--- src/design/eth_pkg.sv ---
//****************************************************************************
// Ethernet transmit package
// shared types, frame constants, strobe structs and state enums
//****************************************************************************
package eth_pkg;

	typedef logic [7:0]  byte_t;
	typedef logic [1:0]  dibit_t;
	typedef logic [31:0] crc_t;

	// frame field lengths, in bytes
	localparam int ETH_MAC_LEN       = 6;
	localparam int ETH_ETHERTYPE_LEN = 2;
	localparam int ETH_PREAMBLE_LEN  = 8;
	localparam int ETH_CRC_LEN       = 4;
	localparam int ETH_GAP_LEN       = 12;

	// reflected polynomial, bits go out least significant first
	localparam crc_t CRC_INIT = 32'hffffffff;
	localparam crc_t CRC_POLY = 32'hedb88320;

	// address ROM layout
	localparam logic [3:0] MAC_DST_OFF = 4'd0;
	localparam logic [3:0] MAC_SRC_OFF = 4'd6;

	typedef struct packed {
		logic  valid;
		byte_t data;
		logic  last;
	} byte_strobe_t;

	typedef struct packed {
		logic   valid;
		dibit_t data;
	} dibit_strobe_t;

	typedef enum logic [2:0] {
		BODY_IDLE, BODY_MAC_DST, BODY_MAC_SRC, BODY_ETHERTYPE, BODY_PAYLOAD
	} body_state_t;

	typedef enum logic [2:0] {
		TX_IDLE, TX_PREAMBLE, TX_BODY, TX_CRC, TX_GAP
	} tx_state_t;

endpackage

--- src/design/mac_addr_rom.sv ---
//****************************************************************************
// MAC address ROM
// twelve bytes, destination then source, with a registered read port
//****************************************************************************
`timescale 1ns/10ps

module mac_addr_rom #(
	parameter logic [47:0] MAC_DST = 48'h0,
	parameter logic [47:0] MAC_SRC = 48'h0
) (
	input  logic          clk,
	input  logic          rd,
	input  logic [3:0]    addr,
	output eth_pkg::byte_t data
);
	import eth_pkg::*;

	localparam int ROM_LEN = 2 * ETH_MAC_LEN;

	// wire order, first byte sits in the top octet
	localparam logic [8*ROM_LEN-1:0] ROM_BITS = {MAC_DST, MAC_SRC};

	always_ff @(posedge clk) begin
		if (rd) begin
			if (int'(addr) < ROM_LEN)
				data <= ROM_BITS[(ROM_LEN - 1 - int'(addr)) * 8 +: 8];
			else
				data <= '0;
		end
	end

endmodule

--- src/design/eth_body_tx.sv ---
//****************************************************************************
// Ethernet body sequencer
// answers byte requests with header bytes, then payload until last
//****************************************************************************
`timescale 1ns/10ps

module eth_body_tx #(
	parameter logic [15:0] ETHERTYPE = 16'h0800
) (
	input  logic                 clk,
	input  logic                 rst,
	input  logic                 start,
	input  logic                 byte_req,
	output logic                 rom_rd,
	output logic [3:0]           rom_addr,
	input  eth_pkg::byte_t       rom_byte,
	input  eth_pkg::byte_strobe_t payload,
	output logic                 payload_req,
	output eth_pkg::byte_strobe_t body_byte
);
	import eth_pkg::*;

	localparam logic [2:0] MAC_LAST  = 3'(ETH_MAC_LEN - 1);
	localparam logic [2:0] TYPE_LAST = 3'(ETH_ETHERTYPE_LEN - 1);

	body_state_t state;
	logic [2:0]  cnt;
	byte_t       type_q;
	// which source answers on the next cycle
	logic        rom_pend, type_pend, pay_pend;
	logic        pay_in, last_in;

	assign rom_rd = byte_req && (state == BODY_MAC_DST || state == BODY_MAC_SRC);
	assign payload_req = byte_req && state == BODY_PAYLOAD;

	assign pay_in = pay_pend && payload.valid;
	assign last_in = pay_in && payload.last;

	assign body_byte = '{
		valid: rom_pend || type_pend || pay_in,
		data:  rom_pend ? rom_byte : (type_pend ? type_q : payload.data),
		last:  last_in
	};

	always_ff @(posedge clk) begin
		if (rst) begin
			state <= BODY_IDLE;
		end else if (start) begin
			state <= BODY_MAC_DST;
			cnt <= '0;
			rom_addr <= MAC_DST_OFF;
		end else if (byte_req) begin
			case (state)
				BODY_MAC_DST: begin
					cnt <= (cnt == MAC_LAST) ? 3'd0 : cnt + 3'd1;
					rom_addr <= (cnt == MAC_LAST) ? MAC_SRC_OFF : rom_addr + 4'd1;
					if (cnt == MAC_LAST)
						state <= BODY_MAC_SRC;
				end
				BODY_MAC_SRC: begin
					cnt <= (cnt == MAC_LAST) ? 3'd0 : cnt + 3'd1;
					rom_addr <= rom_addr + 4'd1;
					if (cnt == MAC_LAST)
						state <= BODY_ETHERTYPE;
				end
				BODY_ETHERTYPE: begin
					cnt <= cnt + 3'd1;
					if (cnt == TYPE_LAST)
						state <= BODY_PAYLOAD;
				end
				default: ;
			endcase
		end else if (state == BODY_PAYLOAD && last_in) begin
			state <= BODY_IDLE;
		end
	end

	// high byte first
	always_ff @(posedge clk) begin
		if (byte_req && state == BODY_ETHERTYPE)
			type_q <= (cnt == 3'd0) ? ETHERTYPE[15:8] : ETHERTYPE[7:0];
	end

	always_ff @(posedge clk) begin
		if (rst) begin
			rom_pend <= 1'b0;
			type_pend <= 1'b0;
			pay_pend <= 1'b0;
		end else begin
			rom_pend <= rom_rd;
			type_pend <= byte_req && state == BODY_ETHERTYPE;
			pay_pend <= payload_req;
		end
	end

endmodule

--- src/design/byte_to_dibit.sv ---
//****************************************************************************
// Byte to dibit serializer
// gapless dibit stream, least significant dibit first, one byte ahead
//****************************************************************************
`timescale 1ns/10ps

module byte_to_dibit (
	input  logic                  clk,
	input  logic                  rst,
	input  logic                  prefetch,
	output logic                  byte_req,
	input  eth_pkg::byte_strobe_t  in_byte,
	output eth_pkg::dibit_strobe_t dibit,
	output logic                  done
);
	import eth_pkg::*;

	byte_t      cur, nxt;
	logic       cur_last, nxt_last;
	logic       nxt_valid, active, load;
	logic [1:0] dcnt;

	// waiting byte moves in after the last dibit, or at once when idle
	assign load = nxt_valid && (!active || dcnt == 2'd3);

	// the answer lands in nxt just before the current byte runs out
	assign byte_req = prefetch || (active && dcnt == 2'd1 && !cur_last);
	assign done = active && dcnt == 2'd3 && cur_last;
	assign dibit = '{valid: active, data: cur[1:0]};

	always_ff @(posedge clk) begin
		if (rst) begin
			active <= 1'b0;
			nxt_valid <= 1'b0;
			dcnt <= '0;
		end else begin
			if (in_byte.valid)
				nxt_valid <= 1'b1;
			else if (load)
				nxt_valid <= 1'b0;
			if (load) begin
				active <= 1'b1;
				dcnt <= '0;
			end else if (active) begin
				dcnt <= dcnt + 2'd1;
				if (dcnt == 2'd3)
					active <= 1'b0;
			end
		end
	end

	always_ff @(posedge clk) begin
		if (in_byte.valid) begin
			nxt <= in_byte.data;
			nxt_last <= in_byte.last;
		end
		if (load) begin
			cur <= nxt;
			cur_last <= nxt_last;
		end else if (active) begin
			cur <= {2'b00, cur[7:2]};
		end
	end

endmodule

--- src/design/crc32_dibit.sv ---
//****************************************************************************
// Dibit CRC-32
// reflected CRC folding two bits per cycle, doubles as shift register
//****************************************************************************
`timescale 1ns/10ps

module crc32_dibit (
	input  logic                  clk,
	input  logic                  rst,
	input  logic                  init,
	input  logic                  shift,
	input  eth_pkg::dibit_strobe_t in,
	output eth_pkg::crc_t          crc
);
	import eth_pkg::*;

	crc_t step1, step2, step3;

	// xor both bits in, then two polynomial divisions
	assign step1 = {crc[31:2], crc[1:0] ^ in.data};
	assign step2 = {1'b0, step1[31:1]} ^ (step1[0] ? CRC_POLY : '0);
	assign step3 = {1'b0, step2[31:1]} ^ (step2[0] ? CRC_POLY : '0);

	always_ff @(posedge clk) begin
		if (rst || init)
			crc <= CRC_INIT;
		else if (shift)
			crc <= {2'b11, crc[31:2]};
		else if (in.valid)
			crc <= step3;
	end

endmodule

--- src/design/eth_tx.sv ---
//****************************************************************************
// Ethernet frame transmitter
// preamble, serialized body, complemented CRC and interframe gap
//****************************************************************************
`timescale 1ns/10ps

module eth_tx #(
	parameter logic [15:0] ETHERTYPE = 16'h0800
) (
	input  logic                  clk,
	input  logic                  rst,
	input  logic                  start,
	output logic                  rom_rd,
	output logic [3:0]            rom_addr,
	input  eth_pkg::byte_t         rom_byte,
	input  eth_pkg::byte_strobe_t  payload,
	output logic                  payload_req,
	output eth_pkg::dibit_strobe_t tx,
	output logic                  busy,
	output logic                  done
);
	import eth_pkg::*;

	// counts are in dibits
	localparam logic [5:0] PRE_LAST    = 6'(ETH_PREAMBLE_LEN * 4 - 1);
	localparam logic [5:0] PREFETCH_AT = PRE_LAST - 6'd2;
	localparam logic [5:0] CRC_LAST    = 6'(ETH_CRC_LEN * 4 - 1);
	localparam logic [5:0] GAP_LAST    = 6'(ETH_GAP_LEN * 4 - 1);

	tx_state_t     state;
	logic [5:0]    cnt;
	logic          body_start, prefetch, sfd, body_done, byte_req;
	byte_strobe_t  body_byte;
	dibit_strobe_t body_dibit;
	crc_t          crc;

	assign body_start = start && state == TX_IDLE;
	assign sfd = state == TX_PREAMBLE && cnt == PRE_LAST;
	// early enough that the first body dibit follows the SFD
	assign prefetch = state == TX_PREAMBLE && cnt == PREFETCH_AT;
	assign busy = state != TX_IDLE;
	assign done = state == TX_GAP && cnt == GAP_LAST;

	eth_body_tx #(.ETHERTYPE(ETHERTYPE)) u_body (
		.clk(clk), .rst(rst), .start(body_start), .byte_req(byte_req),
		.rom_rd(rom_rd), .rom_addr(rom_addr), .rom_byte(rom_byte),
		.payload(payload), .payload_req(payload_req), .body_byte(body_byte)
	);

	byte_to_dibit u_ser (
		.clk(clk), .rst(rst), .prefetch(prefetch), .byte_req(byte_req),
		.in_byte(body_byte), .dibit(body_dibit), .done(body_done)
	);

	crc32_dibit u_crc (
		.clk(clk), .rst(rst), .init(sfd), .shift(state == TX_CRC),
		.in(body_dibit), .crc(crc)
	);

	always_comb begin
		case (state)
			TX_PREAMBLE: tx = '{valid: 1'b1, data: sfd ? 2'b11 : 2'b01};
			TX_BODY:     tx = body_dibit;
			TX_CRC:      tx = '{valid: 1'b1, data: ~crc[1:0]};
			default:     tx = '{valid: 1'b0, data: 2'b00};
		endcase
	end

	always_ff @(posedge clk) begin
		if (rst) begin
			state <= TX_IDLE;
			cnt <= '0;
		end else begin
			cnt <= cnt + 6'd1;
			case (state)
				TX_IDLE: begin
					cnt <= '0;
					if (start)
						state <= TX_PREAMBLE;
				end
				TX_PREAMBLE:
					if (sfd)
						state <= TX_BODY;
				TX_BODY: begin
					cnt <= '0;
					if (body_done)
						state <= TX_CRC;
				end
				TX_CRC:
					if (cnt == CRC_LAST) begin
						state <= TX_GAP;
						cnt <= '0;
					end
				TX_GAP:
					if (done)
						state <= TX_IDLE;
				default: state <= TX_IDLE;
			endcase
		end
	end

endmodule

--- src/design/eth_tx_top.sv ---
//****************************************************************************
// Ethernet transmit top level
// address ROM and frame transmitter
//****************************************************************************
`timescale 1ns/10ps

module eth_tx_top #(
	parameter logic [47:0] MAC_DST   = 48'hffffffffffff,
	parameter logic [47:0] MAC_SRC   = 48'h020000000001,
	parameter logic [15:0] ETHERTYPE = 16'h0800
) (
	input  logic                  clk,
	input  logic                  rst,
	input  logic                  start,
	input  eth_pkg::byte_strobe_t  payload,
	output logic                  payload_req,
	output eth_pkg::dibit_strobe_t tx,
	output logic                  busy,
	output logic                  done
);
	import eth_pkg::*;

	logic       rom_rd;
	logic [3:0] rom_addr;
	byte_t      rom_byte;

	mac_addr_rom #(.MAC_DST(MAC_DST), .MAC_SRC(MAC_SRC)) u_rom (
		.clk(clk), .rd(rom_rd), .addr(rom_addr), .data(rom_byte)
	);

	eth_tx #(.ETHERTYPE(ETHERTYPE)) u_eth_tx (
		.clk(clk), .rst(rst), .start(start),
		.rom_rd(rom_rd), .rom_addr(rom_addr), .rom_byte(rom_byte),
		.payload(payload), .payload_req(payload_req),
		.tx(tx), .busy(busy), .done(done)
	);

endmodule

--- config.mk ---
export PLATFORM = sky130hd
export DESIGN_NAME = eth_tx_top
export DESIGN_NICKNAME = d
export VERILOG_FILES = /design/src/design/eth_pkg.sv /design/src/design/mac_addr_rom.sv /design/src/design/eth_body_tx.sv /design/src/design/byte_to_dibit.sv /design/src/design/crc32_dibit.sv /design/src/design/eth_tx.sv /design/src/design/eth_tx_top.sv
export SDC_FILE = /design/constraint.sdc
export NUM_CORES = 1
export LEC_CHECK = 0
export BUFFER_PORTS_ARGS = -buffer_cell sky130_fd_sc_hd__buf_2
export CELL_PAD_IN_SITES_DETAIL_PLACEMENT = 1
export CELL_PAD_IN_SITES_GLOBAL_PLACEMENT = 1
export CORE_MARGIN = 2
export CORE_UTILIZATION = 47
export DETAILED_ROUTE_END_ITERATION = 8
export PLACE_DENSITY = 0.83
export SYNTH_ARGS = -nofsm -noshare
export SYNTH_HDL_FRONTEND = slang
export SYNTH_SLANG_ARGS = --single-unit
--- constraint.sdc ---
create_clock -name clk -period 2.55 [get_ports clk]
set_input_delay 0.255 -clock clk [delete_from_list [all_inputs] [get_ports clk]]
set_output_delay 0.255 -clock clk [all_outputs]
set_load 0.01 [all_outputs]
Word-level counts from Yosys, hierarchy flattened
Index checks and enable logic that the tools add are counted.

operators by class
  shifts and indexed selects = 1
  equality and inequality tests = 29
  reduce and logical (&&, ||, !) cells = 44
  bitwise gates (word level) = 5
  multiplexer cells = 37
  add/subtract/negate cells = 5
  $lt $le $gt $ge = 1

operator list
  cell                      number
  $shiftx 96x32->8 const A  1
  $mux 32                   2
  $xor 31x32->32            2
  $mux 30                   2
  $mux 3                    12
  $mux 8                    4
  $pmux 3 s3                2
  $logic_and 1x1->1         15
  $pmux 3 s5                1
  $reduce_and 5->1          3
  $eq 3x2->1 const B        4
  $eq 6x5->1 const B        2
  $mux 4                    3
  $pmux 6 s2                1
  $reduce_bool 3->1         4
  $reduce_bool 2->1         5
  $reduce_or 2->1           5
  $eq 3x1->1 const B        3
  $eq 3x3->1 const B        3
  $ne 4x2->1 const B        2
  $pmux 4 s2                1
  $add 6x1->6 const B       1
  $eq 6x4->1 const B        1
  $eq 6x6->1 const B        1
  25 further kinds          42

word-level totals
  output and inout bits = 6
  word-level logic and storage cells = 142
  flip-flop bits (word level) = 92
  input bits = 13

Longest topological paths before layout
Gate-level depths: netlist of the first run.

  depth after elaboration = 7
  mapped depth = 7
  depth with buffers taken out = 6

Modules after synthesis
A second synthesis of the first run with hierarchy kept.

second synthesis, totals
  cell total of the unflattened synthesis = 444
  area, all modules = 4201.5 µm²

by module, submodules not included
  module         sequential area each (µm²)  instances  cells an instance  area an instance (µm²)
  crc32_dibit    640.6                       1          205                1642.8
  byte_to_dibit  620.6                       1          58                 920.9
  eth_body_tx    360.3                       1          95                 875.8
  eth_tx         180.2                       1          69                 564.3
  mac_addr_rom   90.1                        1          17                 197.7

Least setup slack after synthesis of the first run
Ideal clock, no wire load.

  kind = reg-to-reg
  start point = register u_eth_tx.cnt[0]
  end point = register u_eth_tx.u_body.rom_addr[0], enable pin
  period minus slack after synthesis = 1.898 ns
  stages on the path, launching flop included = 7
  setup time = 0.339 ns
  data required time = 2.211 ns
  arrival = 1.559 ns
  slack = 0.652 ns
  path buffers = 1
  cell sequence = dfxtp_1 ha_1 and4b_1 a31oi_1 buf_2 or3_4 a21oi_1

between the ends
  longest elaborated chain between the ends = 5

ends and longest elaborated chain
  item                         line                 text
  start, declared              eth_tx.sv:31         logic [5:0] cnt;
  start signal, assigned       eth_tx.sv:74         cnt <= cnt + 6'd1;
  $eq 6x5->1                   eth_tx.sv:40         assign prefetch = state == TX_PREAMBLE && cnt == PREFETCH_AT;
  $logic_and 1x1->1            eth_tx.sv:40
  $logic_or 1x1->1             byte_to_dibit.sv:27  assign byte_req = prefetch || (active && dcnt == 2'd1 && !cur_last);
  $reduce_bool 2->1 (no line)  -
  $reduce_and 3->1 (no line)   -
  end signal, assigned         eth_body_tx.sv:56    rom_addr <= (cnt == MAC_LAST) ? MAC_SRC_OFF : rom_addr + 4'd1;
  end signal, assigned         eth_body_tx.sv:62    rom_addr <= rom_addr + 4'd1;
  end, declared                eth_body_tx.sv:15    output logic [3:0] rom_addr,

Every way passes these cells.
A chain may end at the register's enable or synchronous reset.

Worst setup path in the final report of the first run
  start point = register u_eth_tx.u_ser.dcnt[1]
  end point = output payload_req

between the ends
  longest elaborated chain between the ends = 5

ends and longest elaborated chain
  item                             line                 text
  start, declared                  byte_to_dibit.sv:21  logic [1:0] dcnt;
  start signal, assigned           byte_to_dibit.sv:45  dcnt <= dcnt + 2'd1;
  $eq 2x1->1                       byte_to_dibit.sv:27
  $logic_and 1x1->1 (2 in series)  byte_to_dibit.sv:27
  $logic_or 1x1->1                 byte_to_dibit.sv:27
  $logic_and 1x1->1                eth_body_tx.sv:34    assign payload_req = byte_req && state == BODY_PAYLOAD;
  end, declared                    eth_tx_top.sv:16     output logic payload_req,

Every way passes these cells.

==> results of run 1 <==
==> power by group through the flow <==
stage	sequential (uW)	combinational, uW	clock [uW]
6_report	1520	878	890
3_5_place_dp	1550	866	0
3_3_place_gp	1540	817	0
5_1_grt	1540	979	957
4_1_cts	1520	882	910
2_1_floorplan	1530	612	0
==> final timing paths <==
check | startpoint | endpoint | slack (ns) | cells after the start
hold / removal | payload[7] | u_eth_tx.u_ser.nxt[6]$_DFFE_PP_ | 0.17 | 3
hold reg to reg | u_eth_tx.cnt[0]$_SDFF_PP0_ | u_eth_tx.cnt[0]$_SDFF_PP0_ | 0.47 | 1
setup reg to reg | u_eth_tx.cnt[0]$_SDFF_PP0_ | u_eth_tx.u_body.rom_addr[3]$_SDFFCE_PP0P_ | 0.40 | 5
setup / recovery | u_eth_tx.u_ser.dcnt[1]$_SDFFE_PP0P_ | payload_req | 0.29 | 7
==> cell usage in the layout, fill, tap and decap left out, types with 10 or more instances in the layout <==
cell,synthesis,layout
o21a_1,16,16
o21ai_0,15,15
a21oi_1,11,10
buf_2,8,18
nor3_1,35,35
clkbuf_8,0,12
nand2_1,47,47
nor2_1,46,46
dfxtp_1,51,51
buf_4,0,13
nand3_1,19,19
edfxtp_1,29,29
==> flip-flops by register name, indices dropped and copies added, names as in the netlist, 2 cells and up <==
signal	cells
u_eth_tx.u_body.cnt	3
u_eth_tx.state	3
u_eth_tx.u_ser.nxt	8
u_eth_tx.u_body.rom_addr	4
u_eth_tx.u_ser.cur	8
u_eth_tx.u_body.state	3
u_eth_tx.u_ser.dcnt	2
u_eth_tx.u_crc.crc	32
u_rom.data	3
u_eth_tx.cnt	6
==> routing by layer <==
layer	vias to the layer above	global-route usage, %	wire length (um)
li1	1483	-	-
met1	1499	29.2	4240
met2	36	37.0	4560
met3	16	3.61	206
met4	0	10.3	191
met5	-	0	0
==> kinds of logic (layout without fill, tap and decap cells) <==
| logic type | Yosys count | after routing |
|---|---|---|
| xor+xnor | 12 | 12 |
| simple gates | 196 | 196 |
| fa+ha+maj | 9 | 9 |
| mux | 9 | 9 |
| flops | 80 | 80 |
| compound gates | 69 | 69 |
| buf+inv | 33 | 53 |
==> area by class of cell <==
cell class                 count  area (um^2)  area share, %
clock buffer                  13          169           4.03
inverter                       7         26.3          0.627
multi-input combinational    295         1780           42.3
sequential                    80         1890           45.1
tap                          102          128           3.04
clock inverter                 2         15.0          0.358
timing repair buffer          31          188           4.48
==> per-stage QoR <==
stage | power (uW) | hold slack [ns] | setup slack (ns) | cell area [um^2] | utilization (%)
after floorplan | 2150 | 0.338 | 0.652 | 3800 | -
after global placement | 2360 | 0.415 | 0.611 | 4010 | 51.6
after detailed placement | 2420 | 0.428 | 0.424 | 4010 | 51.6
after CTS | 3310 | 0.158 | 0.282 | 4190 | 54.0
after global routing | 3470 | 0.171 | 0.161 | 4190 | 54.0
final | 3290 | 0.169 | 0.285 | 4190 | 54.0
==> worst min-delay path: stages <==
cell	delay, ns
buf_2	0.08
nand2_1	0.04
nand2_1	0.05
==> out/qor.yml, run 1 <==
tritoncts: "built"
yosysTopAreaCell: "dfxtp_1"
via_per_inst: 5.72
antenna_cells: 0
synth_compound_area_share_pct: 12.0
path_buf_inv: 3
synth_edf_count: 29
fillerInstances: 941
wire_per_inst_um: 17.4
die_w_um: 93.9
dp_hpwl_um: 6140
p_sw_share_pct: 32.7
ys_seq_area_share_pct: 49.8
start_util_pct: 48.9
ys_warn_count: 0
placed_cells: 515
io_buffers: 18
cp.arrival_ns: 2.01
maxSlewViolCount: 0
area_growth_pct: 10.4
slew_headroom_pct: 38.9
overflow: 0
synthDistinctLibCells: 49
syn_nets: 430
place_congestion: 0.817
wirelength_um: 9200
netlist.area_leader.share_pct: 26.9
period_share_pct: 88.8
htree_levels: 3
finalNetCount: 446
async_flop_share_pct: 0
outcome: "complete, no violations"
drt_first_pass_iters: 4
cts_hold_buffers: 0
grt.total_usage_pct: 22.6
yosysMostFrequentCell: "dfxtp_1"
fp-row-count: 32
synth_ff_type: "dfxtp_1"
ios: 19
clkPwrFrac_pct: 27.1
cts_root_buf: "clkbuf_8"
clock_latency_ns: 0.36
cellInternalPower_uw: 2210
grt_max_degree: 33
required_ns: 2.30
min_path_type: "input pin to flop"
worstPathMaxFanout: 6
ir_worst_vdd_uv: 326
drc: 0
initialDrtViolationCount: 115
die-height_um: 93.9
period_needed_ns: 2.26
power_frac_comb_pct: 26.7
maxCapViolCount: 0
ys_seq_elements: 80
netlist_instances: 408
synth.top_cells.by_count: "51 x dfxtp_1, 47 x nand2_1, 46 x nor2_1, 35 x nor3_1, 29 x edfxtp_1"
power.density_nw_per_um2: 785
crit_family: "buffers and inverters"
synthAdderAreaFrac_pct: 2.97
die-area_um2: 8810
antenna_left: 0
cp-start-kind: "flop"
slowest_stage: "a31oi_1"
synth_area_um2: 3800
slowest_delay_ns: 0.42
vias: 3034
cts-resized-gates: 0
setup-tns-final_ns: 0
core_um2: 7770
clk_path_buf_depth: 2
grt_first_pass_wirelength_um: 15400
fin_cells: 530
clk_pin_slew_ns: 0.09
fin_skew_ns: 0.0167
p_leak_uw: 0.00163
drive_gt1_share_pct: 13.8
rsz0062_at_grt: "no"
synth_top_family_by_area: "simple AND/OR/NAND/NOR gates"
synth_xor_area_share_pct: 3.16
worstPathCellList: "inv_1 > ha_1 > and3b_1 > a31oi_1 > buf_4 > nor2_1 > buf_2"
switchingPower_uw: 1080
seq_power_share_pct: 46.2
cts_buffers: 9
setup_violations: 0
fmax_mhz: 442
path_class: "flop to output pin"
tightest_slew_ns: 0.914
synth_mux_area_share_pct: 2.57
final_hold_viol_count: 0
antenna_found_initial: 0
worstSetupEndpointType: "output pin"
grt_pass1_vias: 3095
cts_sinks: 80
postCtsSetupRepairBufs: 0
syn_area_per_cell_um2: 9.31
synthSimpleGateAreaFrac_pct: 26.0
synth.area.top_cells: "dfxtp_1 27%, edfxtp_1 23%, nand2_1 4.6%"
No activity file was read; power rests on OpenSTA's default activity.
==> inputs of run 2 (changes only) <==
Settings changed: CORE_UTILIZATION 47 to 48, SYNTH_HIERARCHICAL set to 1.
==> run 2 against run 1 <==
Effect of this change: sequential power fell by 12%; critical path depth did not move; cell count rose by 0.38%; via count fell by 1.0%; worst hold slack improved by 0.028 ns; first-iteration DRC count rose by 51%; synthesized area rose by 4.7%; register-to-register slack got worse by 0.22 ns; utilization fell by 1.2 points; critical path type is now flop to flop; critical endpoint is now u_eth_tx/u_body/cnt[2]$_SDFFCE_PP0P_.
==> out/qor.yml, run 2 <==
maxSlewViolCount: 0  # unchanged
postCtsSetupRepairBufs: 0  # unchanged
htree_levels: 3  # unchanged
grt_max_degree: 33  # unchanged
clk_path_buf_depth: 2  # unchanged
overflow: 0  # unchanged
dp_hpwl_um: 6270  # was 6140 um
core_um2: 8130  # was 7770 um^2
finalWorstSetupSlack_ns: 0.185  # was 0.285 ns
ios: 19  # unchanged
final_hold_viol_count: 0  # unchanged
drive_gt1_share_pct: 16.2  # was 13.8%
cts-resized-gates: 0  # unchanged
setup_violations: 0  # unchanged
mostFrequentLayoutCell: "dfxtp_1"  # unchanged
wire_per_inst_um: 17.3  # was 17.4 um
period_share_pct: 92.7  # was 88.8%
preCtsSetupSlack_ns: 0.279  # was 0.424 ns
die-area_um2: 9030  # was 8810 um^2
final_util_pct: 52.8  # was 54.0%
fp-row-count: 33  # was 32
die-height_um: 95.0  # was 93.9 um
largest_reg_flops: 32  # unchanged
maxCapViolCount: 0  # unchanged
cts_sinks: 80  # unchanged
initialDrtViolationCount: 174  # was 115
grt_first_pass_wirelength_um: 15400  # about the same
worstSetupEndpointType: "flop"  # was output pin
place_congestion: 0.817  # about the same
rsz0062_at_grt: "no"  # unchanged
layout_common_cells: "51 x dfxtp_1, 49 x nand2_1, 36 x nor2_1"  # was 51 x dfxtp_1, 47 x nand2_1, 46 x nor2_1
power.density_nw_per_um2: 570  # was 785 nW/um^2
finalNetCount: 444  # was 446
vias: 3003  # was 3034
p_leak_uw: 0.00174  # was 0.00163 uW
worstPathMaxFanout: 15  # was 6
start_util_pct: 48.9  # about the same
wirelength_um: 9210  # was 9200 um
setup-tns-final_ns: 0  # unchanged
ir_worst_vdd_uv: 404  # was 326 uV
ys_warn_count: 6  # was 0
period_needed_ns: 2.37  # was 2.26 ns
top_regs: "u_eth_tx/u_crc/crc: 32 flops, u_eth_tx/u_ser/cur: 8 flops, u_eth_tx/u_ser/nxt: 8 flops"  # was u_eth_tx.u_crc.crc: 32 flops, u_eth_tx.u_ser.cur: 8 flops, u_eth_tx.u_ser.nxt: 8 flops
drc: 0  # unchanged
regArea_um2: 1890  # unchanged
synth_area_um2: 3980  # was 3800 um^2
min_path_type: "input pin to flop"  # unchanged
clock_latency_ns: 0.35  # was 0.36 ns
die_w_um: 95.0  # was 93.9 um
cp.arrival_ns: 2.39  # was 2.01 ns
slew_headroom_pct: 60.2  # was 38.9%
cts_hold_buffers: 0  # unchanged
cts_root_buf: "clkbuf_8"  # unchanged
io_buffers: 18  # unchanged
required_ns: 2.57  # was 2.30 ns
tritoncts: "built"  # unchanged
outcome: "complete, no violations"  # unchanged
antenna_left: 0  # unchanged
fin_skew_ns: 0.00900  # was 0.0167 ns
fmax_mhz: 423  # was 442 MHz
tightest_slew_ns: 0.594  # was 0.914 ns
path_class: "flop to flop"  # was flop to output pin
via_per_inst: 5.64  # was 5.72
multi_input_area_um2: 1860  # was 1780 um^2
top_register: "u_eth_tx/u_crc/crc"  # was u_eth_tx.u_crc.crc
antenna_cells: 0  # unchanged
syn_nets: 436  # was 430
grt.total_usage_pct: 22.2  # was 22.6%
fillerInstances: 942  # was 941
grt_pass1_vias: 3081  # was 3095
antenna_found_initial: 0  # unchanged
syn_area_per_cell_um2: 9.60  # was 9.31 um^2
netlist_instances: 414  # was 408
clk_pin_slew_ns: 0.08  # was 0.09 ns
drt_first_pass_iters: 4  # unchanged
cp-start-kind: "flop"  # unchanged
area_growth_pct: 8.06  # was 10.4%
cts_buffers: 9  # unchanged
## run 2: report_power, final
| part | internal (uW) | switching [uW] |
|---|---|---|
| clock | 547 | 464 |
| sequential | 1330 | 15.0 |
| combinational | 41.3 | 55.5 |
| total | 1920 | 535 |
## run 2: routing by layer
layer	track usage (%)	up-vias	part of all wire (%)
met5	0	-	0
met4	6.52	0	1.2
met3	4.43	7	2.9
met2	39.8	50	52
met1	27.0	1475	44
li1	-	1471	-
## run 2: worst paths after layout
path	slack [ns]	depth (start not counted)	start	end
worst max-delay path	0.18	7	u_eth_tx/state[0]$_SDFFE_PP0P_	u_eth_tx/u_body/cnt[2]$_SDFFCE_PP0P_
worst min-delay path	0.20	2	payload[5]	u_eth_tx/u_ser/nxt[4]$_DFFE_PP_
worst max register to register	0.18	7	u_eth_tx/state[0]$_SDFFE_PP0P_	u_eth_tx/u_body/cnt[2]$_SDFFCE_PP0P_
worst min register to register	0.47	0	u_eth_tx/u_ser/nxt_last$_DFFE_PP_	u_eth_tx/u_ser/cur_last$_DFFE_PP_
## run 2: area by class of cell
| type | instances | share of cell area, % |
|---|---|---|
| timing repair buffer | 28 | 3.84 |
| multi-input combinational | 292 | 43.2 |
| tap | 105 | 3.06 |
| clock inverter | 6 | 1.95 |
| inverter | 11 | 0.961 |
| sequential | 80 | 44.0 |
| clock buffer | 10 | 2.97 |
## run 2: worst max-delay path, cell delays in order, from the launching register on
cell      delay [ns]
dfxtp_1         0.62
and4bb_2        0.30
and2_1          0.14
o21bai_1        0.22
nand2b_1        0.19
nor2_2          0.18
nor2_1          0.07
a21oi_1         0.32
## run 2: per-stage QoR
step	hold WS, ns	std cells	instance area (um^2)	power [uW]
global placement	0.404	516	4090	1460
floorplan	0.324	414	3980	1430
detailed placement	0.432	516	4090	1470
finish	0.197	532	4300	2450
CTS	0.185	532	4300	2470
global route	0.206	532	4300	2540
==> inputs of run 3 (changes only) <==
Settings changed: GPL_TIMING_DRIVEN set to 0.
==> run 3 against run 2 <==
Effect of this change: worst hold slack lost 0.0040 ns; sequential power is essentially flat; combinational power grew 12%; register-to-register slack gained 0.05 ns; critical endpoint is now u_eth_tx/u_body/cnt[0]$_SDFFCE_PP0P_; utilization grew 1.1 points; sequential share of layout area shrank 0.93 points; power shrank 4.4%; highest routed layer unchanged; first-iteration DRC count shrank 37%; global-route usage shrank 0.28 points; setup slack gained 0.048 ns.
==> out/qor.yml, run 3 (same netlist as run 2, synthesis figures left out) <==
outcome: "complete, no violations"  # unchanged
antenna_found_initial: 0  # unchanged
required_ns: 2.58  # was 2.57 ns
cts_buffers: 9  # unchanged
cts_sinks: 80  # unchanged
area_growth_pct: 10.4  # was 8.06%
p_leak_uw: 0.00179  # was 0.00174 uW
io_buffers: 18  # unchanged
largest_reg_flops: 32  # unchanged
clock_latency_ns: 0.35  # about the same
r2r_slack_ns: 0.23  # was 0.18 ns
fin_skew_ns: 0.0153  # was 0.00900 ns
final_cell_area_um2: 4390  # was 4300 um^2
fmax_mhz: 432  # was 423 MHz
fillerInstances: 944  # was 942
cts_root_buf: "clkbuf_8"  # unchanged
grt_max_degree: 17  # was 33
grt_pass1_vias: 3141  # was 3081
min_from: "payload[6]"  # was payload[5]
htree_levels: 3  # unchanged
path_class: "flop to flop"  # unchanged
finalNetCount: 465  # was 444
setup_violations: 0  # unchanged
rr_worst_depth: 8  # was 7
start_util_pct: 48.9  # unchanged
top_register: "u_eth_tx/u_crc/crc"  # unchanged
slowest_stage: "dfxtp_1"  # unchanged
die-height_um: 95.0  # unchanged
ir_worst_vdd_uv: 292  # was 404 uV
slew_headroom_pct: 61.9  # was 60.2%
vias: 3107  # was 3003
worstSetupEndpointType: "flop"  # unchanged
min_path_type: "input pin to flop"  # unchanged
via_per_inst: 5.62  # was 5.64
tritoncts: "built"  # unchanged
core_um2: 8130  # unchanged
place_congestion: 0.794  # was 0.817
maxSlewViolCount: 0  # unchanged
startpoint: "u_eth_tx/cnt[0]$_SDFF_PP0_"  # was u_eth_tx/state[0]$_SDFFE_PP0P_
cp-start-kind: "flop"  # unchanged
maxCapViolCount: 0  # unchanged
hold_depth: 2  # unchanged
dp_hpwl_um: 6590  # was 6270 um
clk_path_buf_depth: 2  # unchanged
worstPathCellList: "ha_1 > nor3b_1 > and2_1 > o21bai_1 > nand2b_1 > nor2_4 > nor2_1 > a21oi_2"  # was and4bb_2 > and2_1 > o21bai_1 > nand2b_1 > nor2_2 > nor2_1 > a21oi_1
placed_area_um2: 4200  # was 4090 um^2
preCtsSetupSlack_ns: 0.0786  # was 0.279 ns
rsz0062_at_grt: "no"  # unchanged
wire_per_inst_um: 16.9  # was 17.3 um
die_w_um: 95.0  # unchanged
initialDrtViolationCount: 110  # was 174
period_share_pct: 90.9  # was 92.7%
r2r-start: "u_eth_tx/cnt[0]$_SDFF_PP0_"  # was u_eth_tx/state[0]$_SDFFE_PP0P_
top_regs: "u_eth_tx/u_crc/crc: 32 flops, u_eth_tx/u_ser/cur: 8 flops, u_eth_tx/u_ser/nxt: 8 flops"  # unchanged
antenna_cells: 0  # unchanged
grt.total_usage_pct: 21.9  # was 22.2%
worstPathMaxFanout: 5  # was 15
rr_endpoint: "u_eth_tx/u_body/cnt[0]$_SDFFCE_PP0P_"  # was u_eth_tx/u_body/cnt[2]$_SDFFCE_PP0P_
ios: 19  # unchanged
die-area_um2: 9030  # unchanged
fp-row-count: 33  # unchanged
drc: 0  # unchanged
layout_common_cells: "51 x dfxtp_1, 49 x nand2_1, 36 x nor2_1"  # unchanged
setup-tns-final_ns: 0  # unchanged
clk_pin_slew_ns: 0.09  # was 0.08 ns
tightest_slew_ns: 0.571  # was 0.594 ns
wirelength_um: 9350  # was 9210 um
drive_gt1_share_pct: 17.2  # was 16.2%
period_needed_ns: 2.32  # was 2.37 ns
slowest_delay_ns: 0.41  # was 0.62 ns
finalWorstSetupSlack_ns: 0.233  # was 0.185 ns
cp.arrival_ns: 2.35  # was 2.39 ns
power.density_nw_per_um2: 534  # was 570 nW/um^2
grt_first_pass_wirelength_um: 15300  # was 15400 um
antenna_left: 0  # unchanged
drt_first_pass_iters: 4  # unchanged
hold_end: "u_eth_tx/u_ser/nxt[5]$_DFFE_PP_"  # was u_eth_tx/u_ser/nxt[4]$_DFFE_PP_
mostFrequentLayoutCell: "dfxtp_1"  # unchanged
final_hold_viol_count: 0  # unchanged
overflow: 0  # unchanged
run 3: per-stage QoR:
stage / utilization [%] / instances / hold WS, ns / power, uW
finish: 54.0 / 553 / 0.193 / 2340
global route: 54.0 / 553 / 0.211 / 2430
CTS: 53.8 / 553 / 0.186 / 2370
detailed placement: 51.6 / 537 / 0.422 / 1470
global placement: 51.6 / 537 / 0.411 / 1470
floorplan: - / 414 / 0.324 / 1430
run 3: layout make-up:
cell class	instances	area [um^2]	area share, %
Inverter	11	41.3	0.941
Clock buffer	11	131	2.99
Sequential cell	80	1890	43.1
Tap cell	105	131	2.99
Clock inverter	5	48.8	1.11
Timing Repair Buffer	18	90.1	2.05
Buffer	31	190	4.33
Multi-Input combinational cell	292	1860	42.5
run 3: worst max-delay path by stage:
stage | endpoint | depth (start not counted)
after floorplan | u_eth_tx/u_body/cnt[0]$_SDFFCE_PP0P_ | 8
after global placement | u_eth_tx/u_body/cnt[1]$_SDFFCE_PP0P_ | 8
after detailed placement | u_eth_tx/u_body/cnt[2]$_SDFFCE_PP0P_ | 8
after CTS | u_eth_tx/u_body/cnt[2]$_SDFFCE_PP0P_ | 8
after global routing | u_eth_tx/u_body/cnt[0]$_SDFFCE_PP0P_ | 8
final | u_eth_tx/u_body/cnt[0]$_SDFFCE_PP0P_ | 8
run 3: worst max-delay path, delay by kind of cell (launching register included):
family / cells / cell delay (ns)
AO/OA/AOI/OAI: 2 / 0.50
adder cells (fa/ha/maj): 1 / 0.18
flip-flops: 1 / 0.41
AND/OR/NAND/NOR: 5 / 0.91
run 3: timing repair:
item                                    CTS  global route
buffers inserted                          0             0
hold buffers                              0             0
endpoints found under the setup margin    0             7
gates resized for setup                   0             3
run 3: report_power, final:
part / internal (uW) / switching, uW / total (uW)
clock: 446 / 452 / 897
sequential: 1330 / 9.50 / 1340
combinational: 43.7 / 64.6 / 108
total: 1820 / 526 / 2340
run 3: metal layers:
layer  vias up  track usage [%]  part of all wire, %
met2        38             36.9                   49
met3         9             3.08                  2.9
met4         0             7.37                  1.4
met5         -                0                    0
met1      1544             29.2                   46
li1       1516                -                    -
